### src/verilog/ncpu_isa_pkg.sv
`default_nettype none

package ncpu_isa_pkg;

   // Datapath widths
   localparam int NCPU_AW = 32;
   localparam int NCPU_IW = 32;
   // Program counters count words, not bytes
   localparam int NCPU_PCW = NCPU_AW - 2;

   // Opcode field in insn[5:0]
   localparam int OPC_W = 6;
   localparam logic [OPC_W-1:0] OPC_JMPREL = 6'd1;
   localparam logic [OPC_W-1:0] OPC_BCC = 6'd2;
   localparam logic [OPC_W-1:0] OPC_BT = 6'd3;
   localparam logic [OPC_W-1:0] OPC_SYSCALL = 6'd4;
   localparam logic [OPC_W-1:0] OPC_RET = 6'd5;

   // Link flag of jmprel, then signed word offset up to the MSB
   localparam int JMPREL_LINK_BIT = 6;
   localparam int OFFS_LSB = 7;
   localparam int OFFS_W = NCPU_IW - OFFS_LSB;

   // Byte vectors of the exception entries
   localparam logic [7:0] VEC_RESET = 8'h00;
   localparam logic [7:0] VEC_SYSCALL = 8'h40;
   localparam logic [7:0] VEC_ITLB_MISS = 8'h80;
   localparam logic [7:0] VEC_IPAGE_FAULT = 8'hC0;

   // BHT indexed by the low word address bits
   localparam int BHT_IDX_W = 4;
   localparam int BHT_DEPTH = 1 << BHT_IDX_W;

   // Byte vector to word address
   function automatic logic [NCPU_PCW-1:0] vec_to_pc(input logic [7:0] vec);
      return {{(NCPU_PCW-6){1'b0}}, vec[7:2]};
   endfunction

endpackage

`default_nettype wire

### src/verilog/ncpu_fetch_pkg.sv
`default_nettype none

package ncpu_fetch_pkg;

   import ncpu_isa_pkg::*;

   // Idle cycles after reset before the first fetch
   localparam int IFU_RST_WAIT = 2;
   localparam int IFU_RST_CW = $clog2(IFU_RST_WAIT + 1);

   // Fetch command, flush also discards the pending response
   typedef struct packed {
      logic [NCPU_AW-1:0] addr;
      logic flush;
   } ibus_cmd_t;

   // Instruction response with its byte address and MMU status
   typedef struct packed {
      logic [NCPU_IW-1:0] insn;
      logic [NCPU_AW-1:0] addr;
      logic tlb_miss;
      logic page_fault;
   } ibus_rsp_t;

   // Predecoded operation class, at most one op flag set
   typedef struct packed {
      logic op_jmprel;
      logic jmprel_link;
      logic op_bcc;
      logic op_bt;
      logic op_syscall;
      logic op_ret;
      logic [NCPU_PCW-1:0] offset;
   } predec_t;

   typedef struct packed {
      logic [NCPU_PCW-1:0] pc;
   } bpu_req_t;

   // Resolved branch outcome from execute
   typedef struct packed {
      logic [NCPU_PCW-1:0] pc;
      logic taken;
   } bpu_upd_t;

   // Packet handed to decode
   typedef struct packed {
      logic [NCPU_IW-1:0] insn;
      logic [NCPU_PCW-1:0] pc;
      logic op_jmprel;
      logic jmprel_link;
      logic op_syscall;
      logic op_ret;
      logic specul_jmprel;
      logic [NCPU_PCW-1:0] specul_tgt;
      logic specul_bcc;
      logic specul_extexp;
      logic let_lsa_pc;
   } idu_pkt_t;

endpackage

`default_nettype wire

### src/verilog/ncpu_bpu.sv
`timescale 1ns/100ps
`default_nettype none

module ncpu_bpu
   import ncpu_isa_pkg::*;
   import ncpu_fetch_pkg::*;
(
   input wire logic clk,
   input wire logic rst_n,
   input wire logic bpu_rd,
   input wire bpu_req_t bpu_req,
   output logic bpu_taken,
   input wire logic bpu_wr,
   input wire bpu_upd_t bpu_upd
);

   // Two-bit saturating counters
   logic [1:0] bht_q [BHT_DEPTH];
   logic [BHT_IDX_W-1:0] rd_idx;
   logic [BHT_IDX_W-1:0] wr_idx;
   logic [1:0] wr_cnt;

   // Low word bits select the entry
   assign rd_idx = bpu_req.pc[BHT_IDX_W-1:0];
   assign wr_idx = bpu_upd.pc[BHT_IDX_W-1:0];
   assign wr_cnt = bht_q[wr_idx];

   // Lookup, MSB of the counter gives the direction
   assign bpu_taken = bpu_rd & bht_q[rd_idx][1];

   always_ff @(posedge clk or negedge rst_n) begin
      if (!rst_n) begin
         // All entries start weakly not taken
         for (int i = 0; i < BHT_DEPTH; i++) begin
            bht_q[i] <= 2'b01;
         end
      end else if (bpu_wr) begin
         if (bpu_upd.taken) begin
            // Count up, stop at strongly taken
            if (wr_cnt != 2'b11) begin
               bht_q[wr_idx] <= wr_cnt + 2'd1;
            end
         end else begin
            // Count down, stop at strongly not taken
            if (wr_cnt != 2'b00) begin
               bht_q[wr_idx] <= wr_cnt - 2'd1;
            end
         end
      end
   end

endmodule

`default_nettype wire

### config.mk
export PLATFORM = sky130hd
export DESIGN_NAME = ncpu_bpu
export DESIGN_NICKNAME = d
export VERILOG_FILES = /design/src/verilog/ncpu_isa_pkg.sv /design/src/verilog/ncpu_fetch_pkg.sv /design/src/verilog/ncpu_bpu.sv
export SDC_FILE = /design/constraint.sdc
export NUM_CORES = 1
export LEC_CHECK = 0
export BUFFER_PORTS_ARGS = -buffer_cell sky130_fd_sc_hd__buf_2
export CAP_MARGIN = 20
export CORE_ASPECT_RATIO = 0.7
export CORE_MARGIN = 1
export CORE_UTILIZATION = 49
export CTS_CLUSTER_SIZE = 25
export DETAILED_ROUTE_END_ITERATION = 16
export PLACE_DENSITY = 0.79
export SLEW_MARGIN = 20
export SYNTH_ARGS = -nofsm -noshare
export SYNTH_HDL_FRONTEND = slang
export SYNTH_SLANG_ARGS = --single-unit
### constraint.sdc
create_clock -name clk -period 3.1 [get_ports clk]
set_clock_uncertainty 0.1 [all_clocks]
set_input_delay 0.155 -clock clk [delete_from_list [all_inputs] [get_ports clk]]
set_output_delay 0.155 -clock clk [all_outputs]
set_load 0.01 [all_outputs]
==> out/metrics.cfg <==
[clock_tree]
insertion_delay_ns = 0.28
clkSlewWorstSetupHoldPaths_ns = 0.06
root_buffer = clkbuf_8
cts_tree = yes
numClockSinks = 32
cts.path.max_buffers = 2
cts_inserted_buffers = 5
h-tree-depth = 2

[sta]
hold_viol = 0
fin_crit_sh_pct = 94.7
worst_pin_slew_ns = 0.714
final_max_slew_viol_count = 0
timing.final.ws_setup_ns = 0.165
grt_setup_unrepaired = no
setup_viol = 0
min_period_ns = 2.93
fmax_ghz = 0.341
tns_ns = 0
max_slew_margin_pct = 52.2

[critical_path]
cp.required_ns = 3.16
reg2reg_from = bht_q[29]
reg2reg_slack_ns = 0.17
path_class = flip-flop to flip-flop
cp-start-kind = flip-flop
end_kind = flip-flop
cp.arrival_ns = 2.99
ff2ff_path_depth = 10
path_max_fanout = 4
reg2reg_to = bht_q[17]

[global_routing]
antenna_found_initial = 0
use_met1_pct = 31.2
met3_usage_pct = 5.71
grtUsageTotal_pct = 22.8
use_met2_pct = 35.7
top_usage_layer = met2
grt_pass1_vias = 1268
grt_max_degree = 33
grt_pass1_wl_um = 6260
gr-total-overflow = 0

[hold_path]
whs_path_depth = 4
hp-start = bpu_upd[3]
hold_path.class = input pin to flip-flop

[yosys]
synth-compound-area-share_pct = 4.61
synthSimpleGateAreaFrac_pct = 9.56
synth_xor_area_share_pct = 0.481
synth_edf_count = 0
ys_seq_area_share_pct = 45.1
synth_seq_cells = 32
synth_fa_ha_area_share_pct = 1.38
post_synth_num_cell_types = 32
yosysWarnings = 0
syn-instance-count = 143
async_reset_ff_share_pct = 100
syn_area_per_cell_um2 = 12.7
ys.flop_type = dfstp_2
synth_mux_area_share_pct = 36.4
synth_top_family_by_area = multiplexers
synth.net_count = 210
synth_area_mm2 = 0.00182

[power_and_ir_drop]
ir_worst_vdd_v = 0.000471
p_per_area_mw_per_mm2 = 833
leakagePower_nw = 0.882

[floorplan]
num_rows = 18
die_w_um = 74.8
core_area_mm2 = 0.00354
die_h_um = 53.0
die-area_mm2 = 0.00396
start_util_pct = 51.5
ios = 66

[placed_design]
dp_slack_ns = -0.0946
dp_hpwl_um = 2710
placed_cell_area_mm2 = 0.00192
port_buffers = 13
gp_congestion = 0.900

[outcome]
status = finished clean

[cells_and_area]
final_util_pct = 58.6
num-nets-final = 230
fillers = 307
final_common_cell = mux2_1
multi_input_area_um2 = 977
num_antenna_cells = 0
syn_to_final_growth_pct = 13.8
mostFrequentLayoutCells = 21 x mux2_1, 16 x dfstp_2, 16 x dfrtp_1, 15 x mux2_2, 13 x buf_2
drive_above_1_share_pct = 41.5
fin_area_mm2 = 0.00207
seq_area_um2 = 821

[route]
vias = 1241
wl_per_cell_um = 17.9
viasPerCell = 5.80
routed_wl_um = 3840
first_iter_violations = 75
dr.pass1.iters = 4
postRouteAntennaNets = 0
drcViolationCount = 0

[flow_run]
maxCapViolations = 0

==> where the power goes <==
group	switching (mW)	total [mW]	internal [mW]	leakage (nW)
Sequential	0.124	0.813	0.690	0.368
Combinational	0.279	0.590	0.311	0.469
Clock	0.142	0.323	0.181	0.0455
==> worst max path at each step <==
stage | to | slack [ns] | cells past startpoint | startpoint
final | bht_q[17] | 0.17 | 10 | bht_q[29]
after global routing | bht_q[11] | 0.01 | 10 | bht_q[27]
after CTS | bht_q[27] | 0.008 | 9 | bht_q[29]
after detailed placement | bht_q[17] | -0.09 | 7 | bpu_upd[1]
after global placement | bht_q[19] | 0.02 | 7 | bpu_upd[1]
after floorplan | bht_q[19] | 0.50 | 9 | bht_q[9]
==> routing by layer <==
metal | part of all wire (%) | vias to the layer above
met1 | 49 | 634
met3 | 4.2 | 4
met5 | 0 | -
li1 | - | 571
met4 | 0.73 | 0
met2 | 46 | 32
==> critical path, cell delays in order (launching register included) <==
cell and delay (ns):
dfrtp_1 0.39, mux4_1 0.55, a22o_1 0.22, a221oi_2 0.25, inv_2 0.05, ha_1 0.18, mux2i_2 0.23, nand4_1 0.13
buf_4 0.20, nor2_1 0.17, mux2_2 0.36
==> cell families (layout without fill, tap and decap cells) <==
logic type | count (synthesis) | in the layout
DFF | 32 | 32
AOI/OAI and AO/OA | 10 | 10
and+or+nand+nor | 37 | 37
xor gates and xnor gates | 1 | 1
buffers and inverters | 8 | 29
muxes | 53 | 53
adders and majority gates | 2 | 2
==> cells in the mapped netlist, types with 2 or more instances <==
cell type | n | area share (%)
mux2_1 | 21 | 13
dfrtp_1 | 16 | 22
dfstp_2 | 16 | 23
mux2_2 | 15 | 9.3
nor2_1 | 14 | 2.9
mux2i_1 | 11 | 6.1
nand2_1 | 10 | 2.1
buf_2 | 3 | 0.83
mux4_1 | 3 | 4.3
mux4_2 | 3 | 3.7
nand2b_1 | 3 | 1.0
nor2b_1 | 3 | 1.0
ha_1 | 2 | 1.4
nand3_1 | 2 | 0.55
nand4b_1 | 2 | 0.96
o211ai_1 | 2 | 0.83
o21ai_1 | 2 | 0.55
==> metrics by stage <==
step / instances / total power, mW / hold WS (ns)
2_1_floorplan: 143 / 1.20 / -0.241
3_3_place_gp: 202 / 1.33 / 0.117
3_5_place_dp: 202 / 1.38 / 0.136
4_1_cts: 211 / 1.72 / 0.259
5_1_grt: 214 / 1.83 / 0.277
6_report: 214 / 1.73 / 0.256
==> final cells by class <==
| type | count | area share [%] |
|---|---|---|
| clock buffer | 8 | 4.35 |
| inverter | 2 | 0.363 |
| multi-input combinational | 103 | 47.2 |
| sequential | 32 | 39.6 |
| tap | 50 | 3.02 |
| timing repair buffer | 19 | 5.44 |
==> repair_timing <==
item | CTS | global route
endpoints found under the setup margin | 9 | 24
setup buffers | 0 | 3
gates resized for setup | 1 | 6
hold endpoints to repair | 16 | 0
pin swaps | 0 | 3
hold buffers | 1 | 0
(Power assumes the default switching activity.)
